<file path="src/include/tile_defs.svh">
//////////////////////////////////////////////////////////////////////
// widths, flit field ranges, message codes and home node of the tile
// included by the package and by the modules that build or read flits
//////////////////////////////////////////////////////////////////////
`ifndef TILE_DEFS_SVH
`define TILE_DEFS_SVH

// bus and network widths
`define TILE_FLIT_WIDTH   64
`define TILE_ADDR_WIDTH   40
`define TILE_DATA_WIDTH   64
`define TILE_SEL_WIDTH    8
`define TILE_MSG_WIDTH    8
`define TILE_CHIPID_WIDTH 14
`define TILE_COORD_WIDTH  8
`define TILE_FBITS_WIDTH  4

// wake-up counter, top bit sets after 32 cycles
// silicon builds want 16 here so the home SRAMs finish init
`define TILE_WAKE_BITS 6

// header field ranges, bits 5:0 stay zero
`define TILE_F_CHIPID 63:50
`define TILE_F_X      49:42
`define TILE_F_Y      41:34
`define TILE_F_FBITS  33:30
`define TILE_F_LEN    29:22
`define TILE_F_TYPE   21:14
`define TILE_F_MASK   13:6

// payload lengths of the two request kinds
`define TILE_LEN_LOAD  8'd2
`define TILE_LEN_STORE 8'd3

// message types
`define TILE_MSG_NC_LOAD_REQ  8'd14
`define TILE_MSG_NC_STORE_REQ 8'd15
`define TILE_MSG_LOAD_ACK     8'd24
`define TILE_MSG_STORE_ACK    8'd25

// home L2 node and route bits
`define TILE_HOME_CHIPID 14'd0
`define TILE_HOME_X      8'd0
`define TILE_HOME_Y      8'd0
`define TILE_FBITS_L2    4'd0
`define TILE_FBITS_TILE  4'b1010

`endif

</file>
<file path="src/source/tile_pkg.sv">
//////////////////////////////////////////////////////////////////////
// shared types of the tile network side
// ports name these by scope, module bodies import the whole package
//////////////////////////////////////////////////////////////////////
`include "tile_defs.svh"

package tile_pkg;

  ////////////////////////////////////////////////////////////////////
  // vector types
  ////////////////////////////////////////////////////////////////////

  // one network word
  typedef logic [`TILE_FLIT_WIDTH-1:0] flit_t;
  // physical address
  typedef logic [`TILE_ADDR_WIDTH-1:0] addr_t;
  // one data word
  typedef logic [`TILE_DATA_WIDTH-1:0] data_t;
  // byte enables
  typedef logic [`TILE_SEL_WIDTH-1:0] sel_t;
  typedef logic [`TILE_MSG_WIDTH-1:0] msg_type_t;
  // node identity
  typedef logic [`TILE_CHIPID_WIDTH-1:0] chipid_t;
  typedef logic [`TILE_COORD_WIDTH-1:0] coord_t;
  typedef logic [`TILE_FBITS_WIDTH-1:0] fbits_t;

  ////////////////////////////////////////////////////////////////////
  // state machines
  ////////////////////////////////////////////////////////////////////

  // request serialiser, one state per flit
  typedef enum logic [2:0] {
    ENC_IDLE,
    ENC_HEADER,
    ENC_ADDR,
    ENC_SRC,
    ENC_DATA
  } enc_state_e;

  // response collector
  typedef enum logic [1:0] {
    DEC_WAIT_HDR,
    DEC_WAIT_DATA,
    DEC_DONE
  } dec_state_e;

  // wishbone side
  typedef enum logic [1:0] {
    BR_IDLE,
    BR_SEND,
    BR_WAIT,
    BR_FINISH
  } bridge_state_e;

endpackage

</file>
<file path="src/source/reset_sequencer.sv">
//////////////////////////////////////////////////////////////////////
// holds the tile in reset until the home SRAMs are up, then syncs it
//////////////////////////////////////////////////////////////////////
`timescale 1ns/1ps
`include "tile_defs.svh"

module reset_sequencer (
  input  logic clk_i,
  input  logic reset_l,
  output logic grst_l_o
);

  // wake-up counter, freezes once the top bit is set
  logic [`TILE_WAKE_BITS-1:0] wake_cnt_q;
  logic                       wake_done;
  // gated reset ahead of the synchroniser
  logic                       rst_gated;
  logic                       sync1_q;
  logic                       sync2_q;

  assign wake_done = wake_cnt_q[`TILE_WAKE_BITS-1];

  always_ff @(posedge clk_i or negedge reset_l) begin
    if (!reset_l) begin
      wake_cnt_q <= '0;
    end else if (!wake_done) begin
      wake_cnt_q <= wake_cnt_q + 1'b1;
    end
  end

  // release only after wake-up, assert at once on reset_l
  assign rst_gated = wake_done & reset_l;

  // two flop synchroniser
  always_ff @(posedge clk_i or negedge reset_l) begin
    if (!reset_l) begin
      sync1_q <= 1'b0;
      sync2_q <= 1'b0;
    end else begin
      sync1_q <= rst_gated;
      sync2_q <= sync1_q;
    end
  end

  assign grst_l_o = sync2_q;

  // tile stays in reset until the wake-up bit is set
  a_grst_needs_wake: assert property (@(posedge clk_i)
    !wake_done |-> !grst_l_o)
    else $error("tile reset high with wake-up counter still running");

endmodule

</file>
<file path="src/source/noc_flit_encoder.sv">
//////////////////////////////////////////////////////////////////////
// turns one latched load or store into request flits for the home L2
//////////////////////////////////////////////////////////////////////
`timescale 1ns/1ps
`include "tile_defs.svh"

module noc_flit_encoder (
  input  logic              clk_i,
  input  logic              reset_l,
  // request from the bridge
  input  logic              enc_start_i,
  input  logic              enc_we_i,
  input  tile_pkg::addr_t   enc_adr_i,
  input  tile_pkg::data_t   enc_dat_i,
  input  tile_pkg::sel_t    enc_sel_i,
  // source identity
  input  tile_pkg::chipid_t src_chipid_i,
  input  tile_pkg::coord_t  src_x_i,
  input  tile_pkg::coord_t  src_y_i,
  output logic              enc_done_o,
  // network output
  output logic              noc_valid_o,
  output tile_pkg::flit_t   noc_data_o,
  input  logic              noc_ready_i
);
  import tile_pkg::*;

  enc_state_e state_q;
  enc_state_e state_d;
  logic       done_q;
  logic       last_flit;
  // request payload, held for the whole packet
  logic       we_q;
  addr_t      adr_q;
  data_t      dat_q;
  sel_t       sel_q;
  flit_t      hdr_flit;
  flit_t      src_flit;

  //////////////////////////////////////////////////////////////////////
  // flit contents
  //////////////////////////////////////////////////////////////////////

  always_comb begin
    hdr_flit = '0;
    hdr_flit[`TILE_F_CHIPID] = `TILE_HOME_CHIPID;
    hdr_flit[`TILE_F_X] = `TILE_HOME_X;
    hdr_flit[`TILE_F_Y] = `TILE_HOME_Y;
    hdr_flit[`TILE_F_FBITS] = `TILE_FBITS_L2;
    if (we_q) begin
      hdr_flit[`TILE_F_LEN] = `TILE_LEN_STORE;
      hdr_flit[`TILE_F_TYPE] = `TILE_MSG_NC_STORE_REQ;
      hdr_flit[`TILE_F_MASK] = sel_q;
    end else begin
      // loads fetch the full word
      hdr_flit[`TILE_F_LEN] = `TILE_LEN_LOAD;
      hdr_flit[`TILE_F_TYPE] = `TILE_MSG_NC_LOAD_REQ;
      hdr_flit[`TILE_F_MASK] = '1;
    end
  end

  // return address of this tile, header layout
  always_comb begin
    src_flit = '0;
    src_flit[`TILE_F_CHIPID] = src_chipid_i;
    src_flit[`TILE_F_X] = src_x_i;
    src_flit[`TILE_F_Y] = src_y_i;
    src_flit[`TILE_F_FBITS] = `TILE_FBITS_TILE;
  end

  always_comb begin
    case (state_q)
      ENC_HEADER: noc_data_o = hdr_flit;
      ENC_ADDR:   noc_data_o = flit_t'(adr_q);
      ENC_SRC:    noc_data_o = src_flit;
      ENC_DATA:   noc_data_o = flit_t'(dat_q);
      default:    noc_data_o = '0;
    endcase
  end

  assign noc_valid_o = (state_q != ENC_IDLE);

  //////////////////////////////////////////////////////////////////////
  // sequencing
  //////////////////////////////////////////////////////////////////////

  // one step per accepted flit
  always_comb begin
    state_d = state_q;
    case (state_q)
      ENC_IDLE: begin
        if (enc_start_i) begin
          state_d = ENC_HEADER;
        end
      end
      ENC_HEADER: begin
        if (noc_ready_i) begin
          state_d = ENC_ADDR;
        end
      end
      ENC_ADDR: begin
        if (noc_ready_i) begin
          state_d = ENC_SRC;
        end
      end
      ENC_SRC: begin
        if (noc_ready_i) begin
          state_d = we_q ? ENC_DATA : ENC_IDLE;
        end
      end
      default: begin
        if (noc_ready_i) begin
          state_d = ENC_IDLE;
        end
      end
    endcase
  end

  // packet ends when a valid flit goes back to idle
  assign last_flit = noc_valid_o && noc_ready_i && (state_d == ENC_IDLE);

  always_ff @(posedge clk_i or negedge reset_l) begin
    if (!reset_l) begin
      state_q <= ENC_IDLE;
      done_q <= 1'b0;
    end else begin
      state_q <= state_d;
      done_q <= last_flit;
    end
  end

  always_ff @(posedge clk_i) begin
    if ((state_q == ENC_IDLE) && enc_start_i) begin
      we_q <= enc_we_i;
      adr_q <= enc_adr_i;
      dat_q <= enc_dat_i;
      sel_q <= enc_sel_i;
    end
  end

  assign enc_done_o = done_q;

  // an offered flit stays put until the network takes it
  a_flit_hold: assert property (@(posedge clk_i) disable iff (!reset_l)
    noc_valid_o && !noc_ready_i |=> noc_valid_o && $stable(noc_data_o))
    else $error("request flit changed under back-pressure");

endmodule

</file>
<file path="src/source/noc_flit_decoder.sv">
//////////////////////////////////////////////////////////////////////
// collects one response packet and holds its type and data
//////////////////////////////////////////////////////////////////////
`timescale 1ns/1ps
`include "tile_defs.svh"

module noc_flit_decoder (
  input  logic                clk_i,
  input  logic                reset_l,
  // network input
  input  logic                noc_valid_i,
  input  tile_pkg::flit_t     noc_data_i,
  output logic                noc_ready_o,
  // to and from the bridge
  input  logic                dec_clear_i,
  output logic                dec_done_o,
  output tile_pkg::msg_type_t dec_msg_type_o,
  output tile_pkg::data_t     dec_data_o
);
  import tile_pkg::*;

  dec_state_e state_q;
  dec_state_e state_d;
  // ready is a flop so it is low while held in reset
  logic       rdy_q;
  logic       take;
  msg_type_t  type_q;
  data_t      data_q;

  assign take = noc_valid_i && rdy_q;

  always_comb begin
    state_d = state_q;
    case (state_q)
      DEC_WAIT_HDR: begin
        if (take) begin
          // store acks carry no data flit
          if (noc_data_i[`TILE_F_LEN] == 8'd0) begin
            state_d = DEC_DONE;
          end else begin
            state_d = DEC_WAIT_DATA;
          end
        end
      end
      DEC_WAIT_DATA: begin
        if (take) begin
          state_d = DEC_DONE;
        end
      end
      default: begin
        if (dec_clear_i) begin
          state_d = DEC_WAIT_HDR;
        end
      end
    endcase
  end

  always_ff @(posedge clk_i or negedge reset_l) begin
    if (!reset_l) begin
      state_q <= DEC_WAIT_HDR;
      rdy_q <= 1'b0;
    end else begin
      state_q <= state_d;
      // stop taking flits while a result waits
      rdy_q <= (state_d != DEC_DONE);
    end
  end

  // header type and load word
  always_ff @(posedge clk_i) begin
    if (take && (state_q == DEC_WAIT_HDR)) begin
      type_q <= noc_data_i[`TILE_F_TYPE];
    end
    if (take && (state_q == DEC_WAIT_DATA)) begin
      data_q <= noc_data_i;
    end
  end

  assign noc_ready_o = rdy_q;
  assign dec_done_o = (state_q == DEC_DONE);
  assign dec_msg_type_o = type_q;
  assign dec_data_o = data_q;

  // single-word accesses only
  a_resp_len: assert property (@(posedge clk_i) disable iff (!reset_l)
    take && (state_q == DEC_WAIT_HDR) |-> noc_data_i[`TILE_F_LEN] <= 8'd1)
    else $error("response header with payload length above one");

endmodule

</file>
<file path="src/source/wb_noc_bridge.sv">
//////////////////////////////////////////////////////////////////////
// wishbone classic slave, one network request per bus cycle
//////////////////////////////////////////////////////////////////////
`timescale 1ns/1ps
`include "tile_defs.svh"

module wb_noc_bridge (
  input  logic                clk_i,
  input  logic                reset_l,
  // wishbone slave
  input  logic                wb_cyc_i,
  input  logic                wb_stb_i,
  input  logic                wb_we_i,
  input  tile_pkg::addr_t     wb_adr_i,
  input  tile_pkg::data_t     wb_dat_i,
  input  tile_pkg::sel_t      wb_sel_i,
  output tile_pkg::data_t     wb_dat_o,
  output logic                wb_ack_o,
  output logic                wb_err_o,
  // to and from the encoder
  output logic                enc_start_o,
  output logic                enc_we_o,
  output tile_pkg::addr_t     enc_adr_o,
  output tile_pkg::data_t     enc_dat_o,
  output tile_pkg::sel_t      enc_sel_o,
  input  logic                enc_done_i,
  // to and from the decoder
  output logic                dec_clear_o,
  input  logic                dec_done_i,
  input  tile_pkg::msg_type_t dec_msg_type_i,
  input  tile_pkg::data_t     dec_data_i
);
  import tile_pkg::*;

  bridge_state_e state_q;
  bridge_state_e state_d;
  logic          ack_q;
  logic          err_q;
  data_t         dat_q;
  msg_type_t     exp_type;
  logic          resp_in;
  logic          type_ok;

  // master holds the request fields until the answer
  assign enc_start_o = (state_q == BR_IDLE) && wb_cyc_i && wb_stb_i;
  assign enc_we_o = wb_we_i;
  assign enc_adr_o = wb_adr_i;
  assign enc_dat_o = wb_dat_i;
  assign enc_sel_o = wb_sel_i;

  // response kind must match the access kind
  assign exp_type = wb_we_i ? `TILE_MSG_STORE_ACK : `TILE_MSG_LOAD_ACK;
  assign type_ok = (dec_msg_type_i == exp_type);
  assign resp_in = (state_q == BR_WAIT) && dec_done_i;

  always_comb begin
    state_d = state_q;
    case (state_q)
      BR_IDLE: begin
        if (enc_start_o) begin
          state_d = BR_SEND;
        end
      end
      BR_SEND: begin
        if (enc_done_i) begin
          state_d = BR_WAIT;
        end
      end
      // dec_done is a level, so an early response is not lost
      BR_WAIT: begin
        if (dec_done_i) begin
          state_d = BR_FINISH;
        end
      end
      default: begin
        state_d = BR_IDLE;
      end
    endcase
  end

  always_ff @(posedge clk_i or negedge reset_l) begin
    if (!reset_l) begin
      state_q <= BR_IDLE;
      ack_q <= 1'b0;
      err_q <= 1'b0;
    end else begin
      state_q <= state_d;
      // answer lands in FINISH for one cycle
      ack_q <= resp_in && type_ok;
      err_q <= resp_in && !type_ok;
    end
  end

  always_ff @(posedge clk_i) begin
    if (resp_in) begin
      dat_q <= dec_data_i;
    end
  end

  assign dec_clear_o = (state_q == BR_FINISH);
  assign wb_dat_o = dat_q;
  assign wb_ack_o = ack_q;
  assign wb_err_o = err_q;

  // one answer per bus cycle, never both kinds
  a_one_answer: assert property (@(posedge clk_i) disable iff (!reset_l)
    (wb_ack_o || wb_err_o) |-> !(wb_ack_o && wb_err_o) ##1 !(wb_ack_o || wb_err_o))
    else $error("bus answer not a single ack or err pulse");

endmodule

</file>
<file path="src/source/tile_noc_wrap.sv">
//////////////////////////////////////////////////////////////////////
// tile memory side top, wishbone in and request/response network out
//////////////////////////////////////////////////////////////////////
`timescale 1ns/1ps

module tile_noc_wrap (
  input  logic              clk_i,
  input  logic              reset_l,
  output logic              grst_l_o,
  // tile identity
  input  tile_pkg::chipid_t src_chipid_i,
  input  tile_pkg::coord_t  src_x_i,
  input  tile_pkg::coord_t  src_y_i,
  // wishbone slave
  input  logic              wb_cyc_i,
  input  logic              wb_stb_i,
  input  logic              wb_we_i,
  input  tile_pkg::addr_t   wb_adr_i,
  input  tile_pkg::data_t   wb_dat_i,
  input  tile_pkg::sel_t    wb_sel_i,
  output tile_pkg::data_t   wb_dat_o,
  output logic              wb_ack_o,
  output logic              wb_err_o,
  // request network
  output logic              noc_valid_o,
  output tile_pkg::flit_t   noc_data_o,
  input  logic              noc_ready_i,
  // response network
  input  logic              noc_valid_i,
  input  tile_pkg::flit_t   noc_data_i,
  output logic              noc_ready_o
);
  import tile_pkg::*;

  // bridge to encoder
  logic      enc_start;
  logic      enc_we;
  addr_t     enc_adr;
  data_t     enc_dat;
  sel_t      enc_sel;
  logic      enc_done;
  // bridge to decoder
  logic      dec_clear;
  logic      dec_done;
  msg_type_t dec_msg_type;
  data_t     dec_data;

  reset_sequencer u_reset_seq (
    .clk_i    (clk_i),
    .reset_l  (reset_l),
    .grst_l_o (grst_l_o)
  );

  // everything below runs on the sequenced reset
  wb_noc_bridge u_bridge (
    .clk_i          (clk_i),
    .reset_l        (grst_l_o),
    .wb_cyc_i       (wb_cyc_i),
    .wb_stb_i       (wb_stb_i),
    .wb_we_i        (wb_we_i),
    .wb_adr_i       (wb_adr_i),
    .wb_dat_i       (wb_dat_i),
    .wb_sel_i       (wb_sel_i),
    .wb_dat_o       (wb_dat_o),
    .wb_ack_o       (wb_ack_o),
    .wb_err_o       (wb_err_o),
    .enc_start_o    (enc_start),
    .enc_we_o       (enc_we),
    .enc_adr_o      (enc_adr),
    .enc_dat_o      (enc_dat),
    .enc_sel_o      (enc_sel),
    .enc_done_i     (enc_done),
    .dec_clear_o    (dec_clear),
    .dec_done_i     (dec_done),
    .dec_msg_type_i (dec_msg_type),
    .dec_data_i     (dec_data)
  );

  noc_flit_encoder u_encoder (
    .clk_i        (clk_i),
    .reset_l      (grst_l_o),
    .enc_start_i  (enc_start),
    .enc_we_i     (enc_we),
    .enc_adr_i    (enc_adr),
    .enc_dat_i    (enc_dat),
    .enc_sel_i    (enc_sel),
    .src_chipid_i (src_chipid_i),
    .src_x_i      (src_x_i),
    .src_y_i      (src_y_i),
    .enc_done_o   (enc_done),
    .noc_valid_o  (noc_valid_o),
    .noc_data_o   (noc_data_o),
    .noc_ready_i  (noc_ready_i)
  );

  noc_flit_decoder u_decoder (
    .clk_i          (clk_i),
    .reset_l        (grst_l_o),
    .noc_valid_i    (noc_valid_i),
    .noc_data_i     (noc_data_i),
    .noc_ready_o    (noc_ready_o),
    .dec_clear_i    (dec_clear),
    .dec_done_o     (dec_done),
    .dec_msg_type_o (dec_msg_type),
    .dec_data_o     (dec_data)
  );

endmodule

</file>
<file path="config.mk">
export PLATFORM = sky130hd
export DESIGN_NAME = tile_noc_wrap
export DESIGN_NICKNAME = d
export VERILOG_FILES = /design/src/source/tile_pkg.sv /design/src/source/reset_sequencer.sv /design/src/source/noc_flit_encoder.sv /design/src/source/noc_flit_decoder.sv /design/src/source/wb_noc_bridge.sv /design/src/source/tile_noc_wrap.sv
export VERILOG_INCLUDE_DIRS = /design/src /design/src/include
export SDC_FILE = /design/constraint.sdc
export NUM_CORES = 1
export LEC_CHECK = 0
export BUFFER_PORTS_ARGS = -buffer_cell sky130_fd_sc_hd__buf_2
export CORE_MARGIN = 3
export CORE_UTILIZATION = 33
export DETAILED_ROUTE_END_ITERATION = 7
export PLACE_DENSITY = 0.67
export REMOVE_ABC_BUFFERS = 1
export SLEW_MARGIN = 20
export SYNTH_ARGS = -nofsm -noshare
export SYNTH_HDL_FRONTEND = slang
export SYNTH_SLANG_ARGS = --single-unit
</file>
<file path="constraint.sdc">
create_clock -name clk_i -period 1.85 [get_ports clk_i]
set_input_delay 0.0925 -clock clk_i [delete_from_list [all_inputs] [get_ports clk_i]]
set_output_delay 0.0925 -clock clk_i [all_outputs]
set_load 0.02 [all_outputs]
</file>
## Word level (Yosys, flattened, before mapping)

Index checks and enable logic that the tools add are counted.
W data, S select, Z words.

| cells by class | value |
|---|---|
| reductions and logical operators | 19 |
| $add $sub $neg | 1 |
| equality and inequality tests | 14 |
| muxes and demuxes | 20 |
| bitwise gates (word level) | 1 |

Operators by type and width:

| operator | number |
|---|---|
| $pmux W64 S4 | 1 |
| $mux W3 | 6 |
| $mux W17 | 1 |
| $mux W2 | 7 |
| $pmux W3 S4 | 1 |
| $logic_and A1 B1 Y1 | 11 |
| $eq A8 B8 Y1 | 1 |
| $logic_not A8 Y1 | 1 |
| $add A6 B1 Y6 const B | 1 |
| $eq A2 B2 Y1 const B | 3 |
| $eq A3 B2 Y1 const B | 2 |
| $logic_not A3 Y1 | 2 |
| $mux W6 | 1 |
| $ne A2 B1 Y1 const B | 3 |
| $pmux W2 S3 | 1 |
| $eq A2 B1 Y1 const B | 2 |
| $logic_not A2 Y1 | 2 |
| $pmux W2 S2 | 1 |
| $eq A3 B1 Y1 const B | 1 |
| $eq A3 B3 Y1 const B | 1 |
| $reduce_and A3 Y1 | 1 |
| $reduce_bool A3 Y1 | 1 |
| $ne A2 B2 Y1 const B | 1 |
| $and A1 B1 Y1 | 1 |
| other kinds (2) | 2 |

| storage, ports and cells | value |
|---|---|
| register bits | 268 |
| word-level logic and storage cells | 73 |
| bits of input ports | 213 |
| output and inout port bits | 133 |

## Depth between registers and ports, before layout

| depth | value |
|---|---|
| word-level depth | 7 |
| depth in mapped cells | 7 |
| mapped depth without buffers | 5 |

## Modules after synthesis

From an unflattened synthesis, not the netlist that was laid out.

| unflattened totals | value |
|---|---|
| cell total of the unflattened synthesis | 596 |
| area total of the unflattened synthesis | 10562.6 um^2 |

Modules (own cells, without submodules):

| module | times used | cells an instance | area an instance (um^2) | seq. area each (um^2) |
|---|---|---|---|---|
| noc_flit_encoder | 1 | 279 | 4827.1 | 3493.4 |
| wb_noc_bridge | 1 | 206 | 3052.9 | 2021.9 |
| noc_flit_decoder | 1 | 91 | 2377.3 | 2237.1 |
| reset_sequencer | 1 | 20 | 305.3 | 200.2 |

## Worst setup path before layout

No wires, ideal clock.

| timing | value |
|---|---|
| kind | reg2reg |
| start | register u_encoder.state_q[2] |
| end | register u_encoder.adr_q[0] (enable) |
| arrival | 5728 ps |
| stages on the path, launching flop included | 4 |
| period minus slack after synthesis | 6315 ps |
| data required time | 1263 ps |
| slack | -4465 ps |
| setup time | 587 ps |
| buffers on the path | 1 |
| cells stage by stage | dfrtp_1 -> buf_4 -> or3_1 -> nor2_1 |

| between the ends | value |
|---|---|
| word-level cells in the longest chain between the ends | 2 |

Ends and longest elaborated chain:

| what | line | source |
|---|---|---|
| start: declaration | noc_flit_encoder.sv:28 | `enc_state_e state_q;` |
| start signal: assignment | noc_flit_encoder.sv:127 | `state_q <= state_d;` |
| $logic_not A3 Y1 | noc_flit_encoder.sv:133 | `if ((state_q == ENC_IDLE) && enc_start_i) begin` |
| $logic_and A1 B1 Y1 | noc_flit_encoder.sv:133 |  |
| end signal: assignment | noc_flit_encoder.sv:135 | `adr_q <= enc_adr_i;` |
| end: declaration | noc_flit_encoder.sv:34 | `addr_t adr_q;` |

No other way between the ends.
A chain may end at the register's enable or synchronous reset.

## Final worst setup path

| timing | value |
|---|---|
| start | register u_encoder.state_q[0] |
| end | output noc_data_o[55] |

| between the ends | value |
|---|---|
| word-level cells in the longest chain between the ends | 2 |
| elaborated cells between the ends (all ways) | 5 |
| classes of those cells | eq/ne (4); mux (1) |

Ends and longest elaborated chain:

| what | line | source |
|---|---|---|
| $eq A3 B3 Y1 (tied with other cells) | noc_flit_encoder.sv:72 | `case (state_q)` |
| $pmux W64 S4 * | noc_flit_encoder.sv:72 |  |
| end: declaration | tile_noc_wrap.sv:26 | `output tile_pkg::flit_t noc_data_o,` |

Every way passes the cells marked *; elsewhere a longest branch is shown, timed or not.

==> summary.txt <==
Synthesis
  • Leading area contributor after synthesis: edfxtp_1
  • Distinct cell type count after synthesis: 38
  • Compound-gate portion of the synthesized area: 8.19%
  • Count leader, synth: edfxtp_1
  • Synth top area cells: edfxtp_1, dfrtp_1, a22o_1
  • Ys async rst share: 7.09%
  • Top-area cell type share of the netlist area: 80.2%
  • Synth Area in Adders: 0.671%
  • Largest family of logic cells by synthesized area: compound AO/OA/AOI/OAI gates
  • Avg Inst Size Synth: 20.4 um2
  • Register area share after synthesis: 85.2%
  • Yosys Warn Count: 0
  • Synth top cells by count: edfxtp_1, a22o_1, a22oi_1, dfrtp_1, nand2_1
  • Mapped Area: 0.00933 mm2
  • Synth Area in XOR/XNOR: 0.469%
  • Mux share of post-synthesis cell area: 0.241%
  • Top FF cell, synth: edfxtp_1
  • Yosys reg bits: 268
  • Number of synthesized flops with an enable pin: 249
  • Mapped Cells: 457
  • Synth Area in Simple Gates: 3.37%

Cells and area
  • # nets final: 1263
  • Final cell count without fillers: 1440
  • Layout cells sized above 1: 44.6%
  • Area delta synth->final: 65.2%
  • Final instance area: 0.0154 mm2
  • Filler cells: 2018

Global route
  • Vias in the first global route: 7255
  • Global-route wire length before repair: 43500 um
  • Overflow after GRT: 0
  • Largest net degree at the start of global routing: 65
  • Antenna violations before repair: 2
  • Global router's overall resource usage: 18.6%

Timing
  • Fmax: 478 MHz
  • Fin Setup TNS: -11.09 ns
  • Tmin final: 2.09 ns
  • Final Cycle Share: 113%
  • Worst-margin pin slew: 0.465 ns
  • Final Hold Viols: 0
  • RSZ-0062 raised after global routing: true
  • Relative slew margins: 68.5%
  • Final WS setup: -0.241 ns
  • Final Skew: 0.0108 ns
  • # setup viols final: 64
  • Max-slew violation count: 0

Setup path
  • Kind of critical path: reg2out
  • Worst EP arrival: 2.00 ns
  • Worst endpoint required time: 1.76 ns
  • Max stage delay on crit path: 0.39 ns
  • Cell family with most CP delay: buffers and inverters
  • Startpoint Class: flop
  • Most common cell on crit path: buf_6
  • Ordered cell list for the critical path: buf_6 > nor3b_4 > buf_6 > bufbuf_16 > a22o_1 > buf_6
  • CP max FO: 8
  • Crit path capture type: output port
  • Critical-path top delay cell: dfrtp_1
  • Worst Path Buf+Inv: 4

Clock tree
  • CTS tree: built
  • Max Root-Sink Buffers: 3
  • Clock Pin Slew Worst Setup and Hold Paths: 0.06 ns
  • Htree depth: 1
  • Sink Count: 268
  • Later-pin clock latency in the skew report: 0.55 ns
  • CTS buffer count: 28
  • Clock root cell: clkbuf_16

Placement
  • IO buf count: 345
  • Placed Area: 0.0118 mm2
  • Post-DP HPWL: 17600 um
  • GP Congestion: 0.769
  • Post-placement cell count: 1187

Floorplanning
  • I/O Pins: 346
  • Starting density of the core: 34.0%
  • Row count: 60
  • Die width: 174 um
  • DIE AREA: 0.0303 mm2
  • Core area: 0.0274 mm2
  • Height of the die: 174 um

Hold path
  • Min-delay worst type: in2reg

Outcome
  • Status: finished with violations
  • Failing checks: negative setup slack

Route
  • WL/cell: 20.3 um
  • Antenna-violating nets left: 0
  • Pre-antenna DRT Iters: 4
  • Starting DRT DRC Count: 437
  • Vias: 6714
  • Vias/cell: 4.66
  • Residual DRC: 0
  • DRT Wirelength: 29200 um

Power
  • Max IR drop VDD: 832 uV
  • Leak pwr: 6.15 nW
  • Power Total: 19.3 mW
  • Pwr Density: 1250 mW/mm2

Flow run
  • Max Cap Viol: 0
cell usage in the layout (no fill, tap or decap), types with 3 or more instances in the layout:
cell / count
bufinv_16: 5
nand2_2: 3
nor2b_1: 11
clkbuf_16: 30
edfxtp_1: 249
ha_1: 5
a22oi_1: 18
a22o_1: 36
dlygate4sd3_1: 181
o21ai_1: 6
a22o_4: 8
buf_12: 12
buf_6: 48
nand2_4: 3
inv_1: 4
clkbuf_1: 4
nand2_1: 7
o2bb2ai_2: 3
dfrtp_1: 19
xnor2_1: 4
clkinv_2: 6
buf_2: 281
nor2_1: 6
o2bb2ai_1: 4
buf_16: 4
o21ai_0: 4
o22ai_1: 9
buf_4: 46
buf_8: 3
cell type report:
cell class | count | area, um2 | share of cell area (%)
well taps | 372 | 465 | 3.02
clock buffers | 34 | 743 | 4.82
clock inverters | 17 | 248 | 1.61
repair buffers | 579 | 4610 | 29.9
multi-input cells | 163 | 1360 | 8.83
inverters | 5 | 18.8 | 0.122
flip-flops and latches | 268 | 7950 | 51.6
diodes | 2 | 5.00 | 0.0325
flip-flops by register name, summed over array words and instances (netlist names):
register / cells
u_decoder.state_q: 2
u_encoder.enc_done_o: 1
u_bridge.wb_ack_o: 1
u_reset_seq.wake_cnt_q: 6
u_bridge.wb_err_o: 1
u_decoder.dec_data_o: 64
u_encoder.we_q: 1
u_encoder.adr_q: 40
u_decoder.dec_msg_type_o: 8
u_bridge.state_q: 2
u_reset_seq.sync1_q: 1
u_bridge.wb_dat_o: 64
u_decoder.noc_ready_o: 1
u_encoder.sel_q: 8
u_reset_seq.grst_l_o: 1
u_encoder.state_q: 3
u_encoder.dat_q: 64
metrics by stage:
step,hold WS (ns),setup WS [ns],util (%)
final,0.0354,-0.241,56.2
after floorplan,-0.203,-4.70,-
after global routing,0.0461,-0.346,56.2
after global placement,-0.0542,0.167,42.9
after detailed placement,-0.0518,0.0969,42.9
after CTS,0.0198,-0.300,55.5
worst paths after layout:
kind                                              to  cells after the start  slack, ns            startpoint
setup / recovery                      noc_data_o[55]                      6      -0.24  u_encoder.state_q[0]
hold / removal                   u_bridge.state_q[0]                      4       0.04              wb_cyc_i
setup reg to reg                 u_encoder.adr_q[10]                      5       0.15  u_encoder.state_q[2]
hold reg to reg                u_decoder.noc_ready_o                      1       0.21  u_reset_seq.grst_l_o
max in group asynchronous  u_reset_seq.wake_cnt_q[1]                      3       1.06               reset_l
min in group asynchronous      u_decoder.noc_ready_o                      1       0.21  u_reset_seq.grst_l_o
layer usage:
metal	part of all wire [%]	wire length [um]	global-route usage (%)
met2	50	14700	33.4
met1	38	11200	22.4
met4	2.6	761	4.79
met3	8.7	2540	4.76
met5	0	0	0
where the power goes:
group	total (mW)	switching, mW	internal, mW
registers	7.79	0.270	7.52
clock network	5.92	2.34	3.58
logic	5.61	3.02	2.60
total	19.3	5.62	13.7
worst min-delay path, stage by stage:
cell and delay, ns:
buf_2 0.11, nand2_1 0.06, a221oi_1 0.10, o32a_1 0.18
kinds of logic after synthesis:
family                     after synthesis
DFF                                    268
AOI/OAI and AO/OA                       98
and+or+nand+nor                         53
buffers and inverters                   26
xor gates and xnor gates                 5
adders and majority gates                5
muxes                                    2
repair_timing:
action / in CTS / in global routing
endpoints found under the setup margin: 64 / 90
hold buffers: 181 / 0
pin swaps: 19 / 11
endpoints found under the hold margin: 203 / 0
gates resized for setup: 113 / 47
gates cloned: 7 / 2
setup buffers: 10 / 3
(Power assumes the default switching activity.)
